===== src/logic/cart_pkg.sv =====
/*
 shared types, note table and constants of the MSX I/O cartridge.
 modules pull these in by wildcard import in their header
*/
package cart_pkg;

	// --------------------
	// bus side
	// --------------------

	// one decoded I/O access, read and write are single-cycle pulses
	typedef struct packed {
		logic [15:0] addr;
		logic [7:0]  wdata;
		logic        read;
		logic        write;
	} bus_req_t;

	// reply of an I/O device to the current request
	typedef struct packed {
		logic       hit;
		logic [7:0] rdata;
	} io_rsp_t;

	// port 01h, compared with the low address byte only
	localparam logic [7:0] GPIO_PORT = 8'h01;

	// dip switch bit that lets the cartridge drive the data bus
	localparam int TD_ENABLE_SW = 6;
	localparam int LED_WIDTH = 6;
	localparam int RESET_SYNC_LEN = 6;

	// --------------------
	// tone demo
	// --------------------

	// divisor is half a period in ticks, minus one
	typedef struct packed {
		logic [15:0] divisor;
		logic [7:0]  level;
	} note_t;

	localparam int NOTE_COUNT = 8;

	// C4 up to C5, loudness falls with each step
	localparam note_t NOTE_TABLE [NOTE_COUNT] = '{
		'{divisor: 16'd1911, level: 8'hFF},
		'{divisor: 16'd1702, level: 8'hCC},
		'{divisor: 16'd1516, level: 8'hAA},
		'{divisor: 16'd1431, level: 8'h88},
		'{divisor: 16'd1275, level: 8'h66},
		'{divisor: 16'd1136, level: 8'h44},
		'{divisor: 16'd1012, level: 8'h22},
		'{divisor: 16'd955,  level: 8'd11}
	};

	// clocks per tick and ticks per note
	localparam int TICK_DIV_DEFAULT = 64;
	localparam int NOTE_TICKS_DEFAULT = 100000;

endpackage


===== src/logic/reset_sync.sv =====
/*
 turns the raw cartridge reset into the internal synchronous reset.
 release waits until the input has been high for the whole chain
*/
`timescale 1ns/1ps

module reset_sync import cart_pkg::*; (
	input  logic clk,
	input  logic n_treset,
	output logic w_n_reset
);

	// chain powers up low so the design starts out in reset
	logic [RESET_SYNC_LEN-1:0] ff_chain = '0;
	logic                      ff_release = 1'b0;

	always_ff @(posedge clk) begin
		ff_chain <= {ff_chain[RESET_SYNC_LEN-2:0], n_treset};
		// any low sample in the chain holds reset for another pass
		ff_release <= &ff_chain;
	end

	assign w_n_reset = ff_release;

endmodule


===== src/logic/msx_bus_decode.sv =====
/*
 MSX bus front end. samples the asynchronous I/O strobes, address and data
 through two flops and emits one request pulse at the start of each access.
 rd_active stays high for as long as the I/O read lasts
*/
`timescale 1ns/1ps

module msx_bus_decode import cart_pkg::*; (
	input  logic        clk,
	input  logic        w_n_reset,
	input  logic        n_tiorq,
	input  logic        n_trd,
	input  logic        n_twr,
	input  logic [15:0] ta,
	input  logic [7:0]  td_in,
	output bus_req_t    req,
	output logic        rd_active
);

	// strobes packed as {iorq, rd, wr}, all active low
	logic [2:0]  ff_strb_s1;
	logic [2:0]  ff_strb_s2;
	logic [15:0] ff_addr_s1;
	logic [15:0] ff_addr_s2;
	logic [7:0]  ff_data_s1;
	logic [7:0]  ff_data_s2;

	// request register
	logic [15:0] ff_addr;
	logic [7:0]  ff_wdata;
	logic        ff_read;
	logic        ff_write;

	// access levels seen one cycle ago
	logic        ff_rd_level;
	logic        ff_wr_level;

	logic        w_rd_now;
	logic        w_wr_now;

	// --------------------
	// input sampling
	// --------------------
	always_ff @(posedge clk) begin
		if (!w_n_reset) begin
			// idle bus is all strobes high
			ff_strb_s1 <= 3'b111;
			ff_strb_s2 <= 3'b111;
		end else begin
			ff_strb_s1 <= {n_tiorq, n_trd, n_twr};
			ff_strb_s2 <= ff_strb_s1;
		end
	end

	always_ff @(posedge clk) begin
		ff_addr_s1 <= ta;
		ff_addr_s2 <= ff_addr_s1;
		ff_data_s1 <= td_in;
		ff_data_s2 <= ff_data_s1;
	end

	// io read or write in progress on the sampled strobes
	assign w_rd_now = !ff_strb_s2[2] && !ff_strb_s2[1];
	assign w_wr_now = !ff_strb_s2[2] && !ff_strb_s2[0];

	// --------------------
	// pulse generation
	// --------------------
	always_ff @(posedge clk) begin
		if (!w_n_reset) begin
			ff_rd_level <= 1'b0;
			ff_wr_level <= 1'b0;
			ff_read     <= 1'b0;
			ff_write    <= 1'b0;
		end else begin
			ff_rd_level <= w_rd_now;
			ff_wr_level <= w_wr_now;
			// first cycle of the access only
			ff_read     <= w_rd_now && !ff_rd_level;
			ff_write    <= w_wr_now && !ff_wr_level;
		end
	end

	// address and data ride along with the pulse
	always_ff @(posedge clk) begin
		ff_addr  <= ff_addr_s2;
		ff_wdata <= ff_data_s2;
	end

	assign req = '{addr: ff_addr, wdata: ff_wdata, read: ff_read, write: ff_write};
	assign rd_active = ff_rd_level;

	// a Z80 never reads and writes in the same bus cycle
	assert property (@(posedge clk) disable iff (!w_n_reset)
		!(req.read && req.write));

endmodule


===== src/logic/io_port.sv =====
/*
 general-purpose I/O port at 01h. writes load the output register,
 reads return the DIP switches. decode is combinational on the request
*/
`timescale 1ns/1ps

module io_port import cart_pkg::*; (
	input  logic       clk,
	input  logic       w_n_reset,
	input  bus_req_t   req,
	input  logic [6:0] dip_sw,
	output io_rsp_t    rsp,
	output logic [7:0] gpo
);

	logic       w_match;
	logic [7:0] ff_gpo;

	// only the low address byte decodes on MSX I/O
	assign w_match = (req.addr[7:0] == GPIO_PORT);

	// reply in the same cycle as the pulse
	assign rsp = '{
		hit:   w_match && (req.read || req.write),
		rdata: {1'b0, dip_sw}
	};

	// output register
	always_ff @(posedge clk) begin
		if (!w_n_reset) begin
			ff_gpo <= 8'h00;
		end else if (w_match && req.write) begin
			ff_gpo <= req.wdata;
		end
	end

	assign gpo = ff_gpo;

	// one load per bus write, the front end must not stretch the pulse
	assert property (@(posedge clk) disable iff (!w_n_reset)
		req.write |=> !req.write);

endmodule


===== src/logic/tone_sequencer.sv =====
/*
 tone demo. a tick every tick_div clocks drives a note timer and a tone
 divider. the note table is stepped in a loop, sample toggles between 0
 and the level of the current note at each divider expiry
*/
`timescale 1ns/1ps

module tone_sequencer import cart_pkg::*; #(
	parameter int tick_div   = TICK_DIV_DEFAULT,
	parameter int note_ticks = NOTE_TICKS_DEFAULT
) (
	input  logic       clk,
	input  logic       w_n_reset,
	output logic       tick,
	output logic [7:0] sample
);

	localparam int TICK_W = (tick_div > 1) ? $clog2(tick_div) : 1;
	localparam int NOTE_W = (note_ticks > 1) ? $clog2(note_ticks) : 1;
	localparam int IDX_W = $clog2(NOTE_COUNT);
	localparam logic [TICK_W-1:0] TICK_LAST = TICK_W'(tick_div - 1);
	localparam logic [NOTE_W-1:0] NOTE_LAST = NOTE_W'(note_ticks - 1);
	localparam logic [IDX_W-1:0] IDX_LAST = IDX_W'(NOTE_COUNT - 1);

	logic [TICK_W-1:0] ff_tick_cnt;
	logic              ff_tick;
	logic [15:0]       ff_div_cnt;
	logic [NOTE_W-1:0] ff_note_cnt;
	logic [IDX_W-1:0]  ff_idx;
	note_t             ff_note;
	logic [7:0]        ff_sample;
	logic              w_flip;
	logic              w_note_end;

	// --------------------
	// tick
	// --------------------
	always_ff @(posedge clk) begin
		if (!w_n_reset) begin
			ff_tick_cnt <= TICK_LAST;
			ff_tick     <= 1'b0;
		end else if (ff_tick_cnt == '0) begin
			ff_tick_cnt <= TICK_LAST;
			ff_tick     <= 1'b1;
		end else begin
			ff_tick_cnt <= ff_tick_cnt - 1'b1;
			ff_tick     <= 1'b0;
		end
	end

	assign w_flip = (ff_div_cnt == 16'd0);
	assign w_note_end = (ff_note_cnt == '0);

	// --------------------
	// tone divider and square wave
	// --------------------
	always_ff @(posedge clk) begin
		if (!w_n_reset) begin
			ff_div_cnt <= 16'd0;
			ff_sample  <= 8'h00;
		end else if (ff_tick) begin
			if (w_flip) begin
				ff_div_cnt <= ff_note.divisor;
				// half period over, swap between silence and level
				ff_sample  <= (ff_sample != 8'h00) ? 8'h00 : ff_note.level;
			end else begin
				ff_div_cnt <= ff_div_cnt - 16'd1;
			end
		end
	end

	// --------------------
	// note stepping
	// --------------------
	always_ff @(posedge clk) begin
		if (!w_n_reset) begin
			ff_note_cnt <= NOTE_LAST;
		end else if (ff_tick) begin
			ff_note_cnt <= w_note_end ? NOTE_LAST : ff_note_cnt - 1'b1;
		end
	end

	always_ff @(posedge clk) begin
		if (!w_n_reset) begin
			// full level, fastest toggle until the first note is loaded
			ff_note <= '{divisor: 16'd0, level: 8'hFF};
			ff_idx  <= '0;
		end else if (ff_tick && w_note_end) begin
			ff_note <= NOTE_TABLE[ff_idx];
			ff_idx  <= (ff_idx == IDX_LAST) ? '0 : ff_idx + 1'b1;
		end
	end

	assign tick = ff_tick;
	assign sample = ff_sample;

endmodule


===== src/logic/pwm_dac.sv =====
/*
 8-bit PWM DAC for the sound pin. one frame is 256 ticks, the sample is
 taken at the frame start and held for the whole frame
*/
`timescale 1ns/1ps

module pwm_dac (
	input  logic       clk,
	input  logic       w_n_reset,
	input  logic       tick,
	input  logic [7:0] sample,
	output logic       tsnd
);

	logic [7:0] ff_phase;
	logic [7:0] ff_level;

	always_ff @(posedge clk) begin
		if (!w_n_reset) begin
			ff_phase <= 8'h00;
			ff_level <= 8'h00;
		end else if (tick) begin
			ff_phase <= ff_phase + 8'd1;
			// phase wraps to 0 here, new frame
			if (ff_phase == 8'hFF) begin
				ff_level <= sample;
			end
		end
	end

	// high for level ticks out of 256
	assign tsnd = (ff_phase < ff_level);

endmodule


===== src/logic/bus_read_return.sv =====
/*
 read return path. latches the reply of a read that hits and drives the
 data bus until the read strobe goes away. tdir trails td_oe by a cycle
*/
`timescale 1ns/1ps

module bus_read_return import cart_pkg::*; (
	input  logic       clk,
	input  logic       w_n_reset,
	input  bus_req_t   req,
	input  io_rsp_t    rsp,
	input  logic       rd_active,
	input  logic       drive_en,
	output logic [7:0] td_out,
	output logic       td_oe,
	output logic       tdir
);

	logic [7:0] ff_rdata;
	logic       ff_oe;
	logic       ff_dir;
	logic       w_rd_hit;

	assign w_rd_hit = req.read && rsp.hit;

	// read data held for the rest of the access
	always_ff @(posedge clk) begin
		if (w_rd_hit) begin
			ff_rdata <= rsp.rdata;
		end
	end

	always_ff @(posedge clk) begin
		if (!w_n_reset) begin
			ff_oe  <= 1'b0;
			ff_dir <= 1'b0;
		end else begin
			// release the bus once the strobe is gone or the switch is off
			if (!rd_active || !drive_en) begin
				ff_oe <= 1'b0;
			end else if (w_rd_hit) begin
				ff_oe <= 1'b1;
			end
			ff_dir <= ff_oe;
		end
	end

	assign td_out = ff_rdata;
	assign td_oe = ff_oe;
	assign tdir = ff_dir;

	// rd_active is up together with the read pulse or td_oe never rises
	assert property (@(posedge clk) disable iff (!w_n_reset)
		req.read |-> rd_active);

endmodule


===== src/logic/tangcart_top.sv =====
/*
 top level of the MSX I/O cartridge. bus front end, port 01h with LEDs
 and switches, read return, and the tone demo on the sound pin
*/
`timescale 1ns/1ps

module tangcart_top import cart_pkg::*; #(
	parameter int tick_div   = TICK_DIV_DEFAULT,
	parameter int note_ticks = NOTE_TICKS_DEFAULT
) (
	input  logic                 clk,
	input  logic                 n_treset,
	input  logic                 n_tiorq,
	input  logic                 n_trd,
	input  logic                 n_twr,
	input  logic [15:0]          ta,
	input  logic [7:0]           td_in,
	input  logic [6:0]           dip_sw,
	output logic [7:0]           td_out,
	output logic                 td_oe,
	output logic                 tdir,
	output logic                 tsnd,
	output logic [LED_WIDTH-1:0] n_led
);

	logic       w_n_reset;
	bus_req_t   w_req;
	io_rsp_t    w_rsp;
	logic       w_rd_active;
	logic [7:0] w_gpo;
	logic       w_tick;
	logic [7:0] w_sample;

	reset_sync reset_sync_i (
		.clk       (clk),
		.n_treset  (n_treset),
		.w_n_reset (w_n_reset)
	);

	// --------------------
	// I/O bus
	// --------------------
	msx_bus_decode msx_bus_decode_i (
		.clk       (clk),
		.w_n_reset (w_n_reset),
		.n_tiorq   (n_tiorq),
		.n_trd     (n_trd),
		.n_twr     (n_twr),
		.ta        (ta),
		.td_in     (td_in),
		.req       (w_req),
		.rd_active (w_rd_active)
	);

	io_port io_port_i (
		.clk       (clk),
		.w_n_reset (w_n_reset),
		.req       (w_req),
		.dip_sw    (dip_sw),
		.rsp       (w_rsp),
		.gpo       (w_gpo)
	);

	// data bus drive only with the enable switch on
	bus_read_return bus_read_return_i (
		.clk       (clk),
		.w_n_reset (w_n_reset),
		.req       (w_req),
		.rsp       (w_rsp),
		.rd_active (w_rd_active),
		.drive_en  (dip_sw[TD_ENABLE_SW]),
		.td_out    (td_out),
		.td_oe     (td_oe),
		.tdir      (tdir)
	);

	// low bits of the port drive the LEDs
	assign n_led = w_gpo[LED_WIDTH-1:0];

	// --------------------
	// sound
	// --------------------
	tone_sequencer #(
		.tick_div   (tick_div),
		.note_ticks (note_ticks)
	) tone_sequencer_i (
		.clk       (clk),
		.w_n_reset (w_n_reset),
		.tick      (w_tick),
		.sample    (w_sample)
	);

	pwm_dac pwm_dac_i (
		.clk       (clk),
		.w_n_reset (w_n_reset),
		.tick      (w_tick),
		.sample    (w_sample),
		.tsnd      (tsnd)
	);

endmodule


===== config.mk =====
export PLATFORM = sky130hd
export DESIGN_NAME = tangcart_top
export DESIGN_NICKNAME = d
export VERILOG_FILES = /design/src/logic/cart_pkg.sv /design/src/logic/reset_sync.sv /design/src/logic/msx_bus_decode.sv /design/src/logic/io_port.sv /design/src/logic/tone_sequencer.sv /design/src/logic/pwm_dac.sv /design/src/logic/bus_read_return.sv /design/src/logic/tangcart_top.sv
export SDC_FILE = /design/constraint.sdc
export NUM_CORES = 1
export LEC_CHECK = 0
export ABC_AREA = 1
export BUFFER_PORTS_ARGS = -buffer_cell sky130_fd_sc_hd__clkbuf_2
export CAP_MARGIN = 20
export CORE_MARGIN = 1
export CORE_UTILIZATION = 45
export CTS_CLUSTER_SIZE = 28
export DETAILED_ROUTE_END_ITERATION = 10
export MAX_ROUTING_LAYER = met4
export PLACE_DENSITY_LB_ADDON = 0.2
export SLEW_MARGIN = 20
export SYNTH_ARGS = -nofsm -noshare
export SYNTH_HDL_FRONTEND = slang
export SYNTH_HIERARCHICAL = 1
export SYNTH_SLANG_ARGS = --single-unit

===== constraint.sdc =====
create_clock -name clk -period 4 [get_ports clk]
set_input_delay 0.2 -clock clk [delete_from_list [all_inputs] [get_ports clk]]
set_output_delay 0.2 -clock clk [all_outputs]
set_load 0.05 [all_outputs]

After elaboration in Yosys (flattened, before gate mapping)
Memories as Yosys holds them, arrays and structs flattened. A register that Yosys moved wholly into a read port is not among the register bits.
Cells that the tools add are included.
{"block": "totals", "regBits": 141, "rom_bits": 192, "in_bits": 36, "out_inout_bits": 17, "elab_cells": 69, "mem_count": 1}
{"block": "classes", "add_sub_neg": 5, "n_lt_le_gt_ge": 1, "eq_ne": 3, "n_mux": 5, "n_bitwise": 2, "n_reduce_logical": 26}
{"name": "(name not given)", "depth": 8, "width": 24, "rd": 1, "rd_ports_with_merged_regs": 1, "write_ports": 0, "line": "tone_sequencer.sv:89", "rtl": "ff_note <= NOTE_TABLE[ff_idx];"}
{"operator": "$logic_not A17 Y1", "n": 1}
{"operator": "$mux W17", "n": 1}
{"operator": "$sub A17 B1 Y17 const B", "n": 1}
{"operator": "$logic_not A16 Y1", "n": 1}
{"operator": "$mux W16", "n": 1}
{"operator": "$sub A16 B1 Y16 const B", "n": 1}
{"operator": "$add A8 B1 Y8 const B", "n": 1}
{"operator": "$eq A8 B1 Y1 const B", "n": 1}
{"operator": "$eq A8 B8 Y1 const B", "n": 1}
{"operator": "$logic_and A1 B1 Y1", "n": 8}
{"operator": "$lt A8 B8 Y1", "n": 1}
{"operator": "$mux W8", "n": 1}
{"operator": "$reduce_bool A8 Y1", "n": 1}
{"operator": "$logic_not A1 Y1", "n": 7}
{"operator": "$logic_not A6 Y1", "n": 1}
{"operator": "$reduce_and A6 Y1", "n": 1}
{"operator": "$sub A6 B1 Y6 const B", "n": 1}
{"operator": "$not A3 Y4", "n": 1}
{"operator": "$reduce_and A2 Y1", "n": 2}
{"operator": "$reduce_or A2 Y1", "n": 2}
{"operator": "$add A3 B1 Y3 const B", "n": 1}
{"operator": "$eq A3 B3 Y1 const B", "n": 1}
{"operator": "$mux W3", "n": 1}
{"operator": "$logic_or A1 B1 Y1", "n": 2}
{"operator": "2 further kinds", "n": 2}

Logic depth before layout (Yosys ltp)
{"block": "logic_depth", "depth_word": 3, "depth_mapped": 11}

Hierarchy
The synthesis kept the hierarchy.
{"module": "tone_sequencer", "n_inst": 1, "cells_per_inst": 469, "area_each_um2": 3544.6, "seq_area_each_um2": 1361.3}
{"module": "msx_bus_decode", "n_inst": 1, "cells_per_inst": 99, "area_each_um2": 1727.9, "seq_area_each_um2": 1641.6}
{"module": "pwm_dac", "n_inst": 1, "cells_per_inst": 115, "area_each_um2": 824.5, "seq_area_each_um2": 320.3}
{"module": "io_port", "n_inst": 1, "cells_per_inst": 70, "area_each_um2": 473.0, "seq_area_each_um2": 160.2}
{"module": "bus_read_return", "n_inst": 1, "cells_per_inst": 17, "area_each_um2": 309.0, "seq_area_each_um2": 280.3}
{"module": "reset_sync", "n_inst": 1, "cells_per_inst": 14, "area_each_um2": 168.9, "seq_area_each_um2": 140.1}

Least setup slack after synthesis
Ideal clock, no wire load.
{"block": "synth_timing", "kind": "register to output", "from": "reg pwm_dac_i.ff_phase[3]", "to": "out tsnd", "t_arrival_ns": 1.609, "required_time_ns": 3.800, "setup_slack_ns": 2.191, "stages_incl_launch_ff": 5, "path_buffers": 0, "cell_sequence": "dfxtp_1 ha_1 a21oi_1 nand2_1 a21oi_1"}
{"block": "synth_via", "elab_chain_cells": 1}
{"element": "start: declaration", "line": "pwm_dac.sv:15", "rtl": "logic [7:0] ff_phase;"}
{"element": "start signal: assignment", "line": "pwm_dac.sv:23", "rtl": "ff_phase <= ff_phase + 8'd1;"}
{"element": "$lt A8 B8 Y1", "line": "pwm_dac.sv:32", "rtl": "assign tsnd = (ff_phase < ff_level);"}
{"element": "end: declaration", "line": "tangcart_top.sv:22", "rtl": "output logic tsnd,"}
Every way passes these cells.

Worst setup path after layout
{"block": "layout_timing", "from": "reg reset_sync_i.ff_release (netlist: reset_sync_i/w_n_reset)", "to": "reg tone_sequencer_i/ff_note[1] (netlist name)"}
{"block": "layout_via", "elab_chain_cells": 1}
{"element": "start: declaration", "line": "reset_sync.sv:15", "rtl": "logic ff_release = 1'b0;"}
{"element": "start signal: assignment", "line": "reset_sync.sv:20", "rtl": "ff_release <= &ff_chain;"}
{"element": "$logic_not A1 Y1 (no line)"}
Every way passes these cells.
A chain may end at the register's enable or synchronous reset.

==> impl_results.md <==
* Status: complete, no violations
* DIE HEIGHT at 121 um
* GP Congestion at 0.825
* CTS Hold Bufs at 25
* Leak at around 3.1 nW
* First-pass GRT wire length at ~20 mm
* FF/Latch Area at between 3000 and 4000 um2
* Syn. warnings at 6
* Largest net degree at the start of global routing at 37
* Final WL at 11.4 mm
* F_max at 458 MHz
* Fin Setup TNS at 0 ns
* Relative slew slack at 51.8%
* CP Data Arrival Time at between 2 and 2.5 ns
* Largest stage delay, worst path at approximately 0.8 ns
* CTS tree: yes
* Wire length per cell at 11.5 um
* Max-cap viol count at 0
* Share of the clock period used by the worst path after layout at 54.6%
* PwrDens at 432 nW/um2
* Vias per inst at 4.78
* FP Rows at 43
* Resize count post-CTS at 0
* Area Overhead vs Synth at 17.2%
* Final Non-Filler Cells at 997
* Die ar. at 14600 um2
* Clock sinks at 159
* Synthesized cell area at 6360 um2
* Initial antenna violation count at 0
* Post-DP HPWL at 7.93 mm
* Multi-input gate area at 2610 um2
* Fin Clk Skew at between 0.008 and 0.009 ns
* Antenna Nets Post-Route at 0
* Total power at 3.22 mW
* FILL cells at roughly 1200
* H-Tree Level Count at 4
* PortBufs at 42
* Worst path slowest cell: dfxtp_1
* Endpoints failing setup at 0
* Setup Buffers After CTS at 0
* Bufs and invs on worst path at 2
* RSZ-0062 raised after global routing: false
* Router iterations before antenna repair at 5
* Worst-path clk slew at 0.06 ns
* Final nets at 865
* Crit path time final at roughly 2.2 ns
* Initial Util at 46.0%
* Vias in the first global route at 4490
* Residual DRC at 0
* GR Overflow Total at 0
* CP max FO at 19
* CP Cell Sequence: clkinv_1, nor3_1, nand2_1, o21ai_1, inv_1
* Worst setup EP type: register
* Ant diodes at 0
* Kind of cell adding the most delay to the critical path: flip-flops
* Share of cells above drive strength 1 at between 10% and 20%
* Num CTS Buffers at 17
* Fin. Hold Viols at 0
* Detailed-route via count at 4761
* Peak supply drop at about 0.00034 V
* Critical Path RT at 4.31 ns
* Final Max Tran Viols at 0
* WS Path Type: register to register
* CTS Buffer Depth at 2
* Placed instance count at 940
* Total GRT Usage at 17.5%
* Initial DRC Count at about 300
* Clk Tree Root Cell: clkbuf_16
* Die span in x at between 100 and 150 um
* Worst-margin pin slew at 0.723 ns
* Clock latency on the worst-skew pair at roughly 0.42 ns
* Core Box Area at 13800 um2
* Cells after Synth at roughly 740
* CP Launch Type: register
* Mapped Nets at 803
* Avg Cell Area, Syn at roughly 8.6 um2
* I/O Pins at 53
* Worst hold path type: register to register
metal layers:
layer | vias to the layer above | wire [um] | track usage, %
met2 | 94 | 5410 | 27.9
met3 | 16 | 419 | 5.78
met4 | 0 | 191 | 5.94
met1 | 2132 | 5410 | 20.7
met5 | - | 0 | -
li1 | 2519 | - | -
report_power, final:
group	switching (mW)	internal, mW	total, mW	leakage (nW)
clock network	0.646	0.905	1.55	0.279
logic	0.0136	0.0272	0.0407	1.52
registers	0.00684	1.62	1.63	1.31
metrics by stage:
stage / instance area [um2] / hold WS [ns] / util [%] / worst slack [ns]
final: 7460 / 0.325 / 53.9 / 1.82
after global routing: 7460 / 0.330 / 53.9 / 1.62
after CTS: 7460 / 0.327 / 53.9 / 1.79
after detailed placement: 6630 / 0.305 / 47.9 / 1.80
after global placement: 6630 / 0.302 / 47.9 / 1.80
after floorplan: 6360 / 0.228 / - / 2.19
cell usage in the layout, fill, tap and decap left out, types with 15 or more instances in the layout:
cell type,count
dfxtp_1,151
nand2_1,116
nor2_1,97
inv_1,72
a21oi_1,54
nand3_1,48
clkbuf_2,42
o21ai_0,29
dlygate4sd3_1,25
ha_1,25
clkbuf_16,18
nor2_2,15
nand4_1,15
flip-flops by register name, summed over array words and instances (netlist names), 7 cells and up:
name and flops:
bus_read_return_i/td_out 8, msx_bus_decode_i/ff_addr 8, msx_bus_decode_i/ff_addr_s1 8, msx_bus_decode_i/ff_addr_s2 8
pwm_dac_i/ff_level 8, pwm_dac_i/ff_phase 8, tone_sequencer_i/ff_div_cnt 16, tone_sequencer_i/ff_note 18
tone_sequencer_i/ff_note_cnt 17, tone_sequencer_i/sample 7
worst paths after layout:
kind	startpoint	end	slack (ns)	cells past startpoint
setup / recovery	reset_sync_i/w_n_reset	tone_sequencer_i/ff_note[1]	1.82	5
setup reg to reg	reset_sync_i/w_n_reset	tone_sequencer_i/ff_note[1]	1.82	5
hold / removal	msx_bus_decode_i/ff_addr_s2[2]	msx_bus_decode_i/ff_addr[2]	0.33	0
hold reg to reg	msx_bus_decode_i/ff_addr_s2[2]	msx_bus_decode_i/ff_addr[2]	0.33	0
layout make-up:
class                           instances  area share [%]
Multi-Input combinational cell        477            35.0
Timing Repair Buffer                   69            6.37
Sequential cell                       159            43.7
Clock buffer                           19            6.09
Clock inverter                         13            1.73
Inverter                               80            4.09
Tap cell                              180            3.02
No activity file was read; power rests on OpenSTA's default activity.
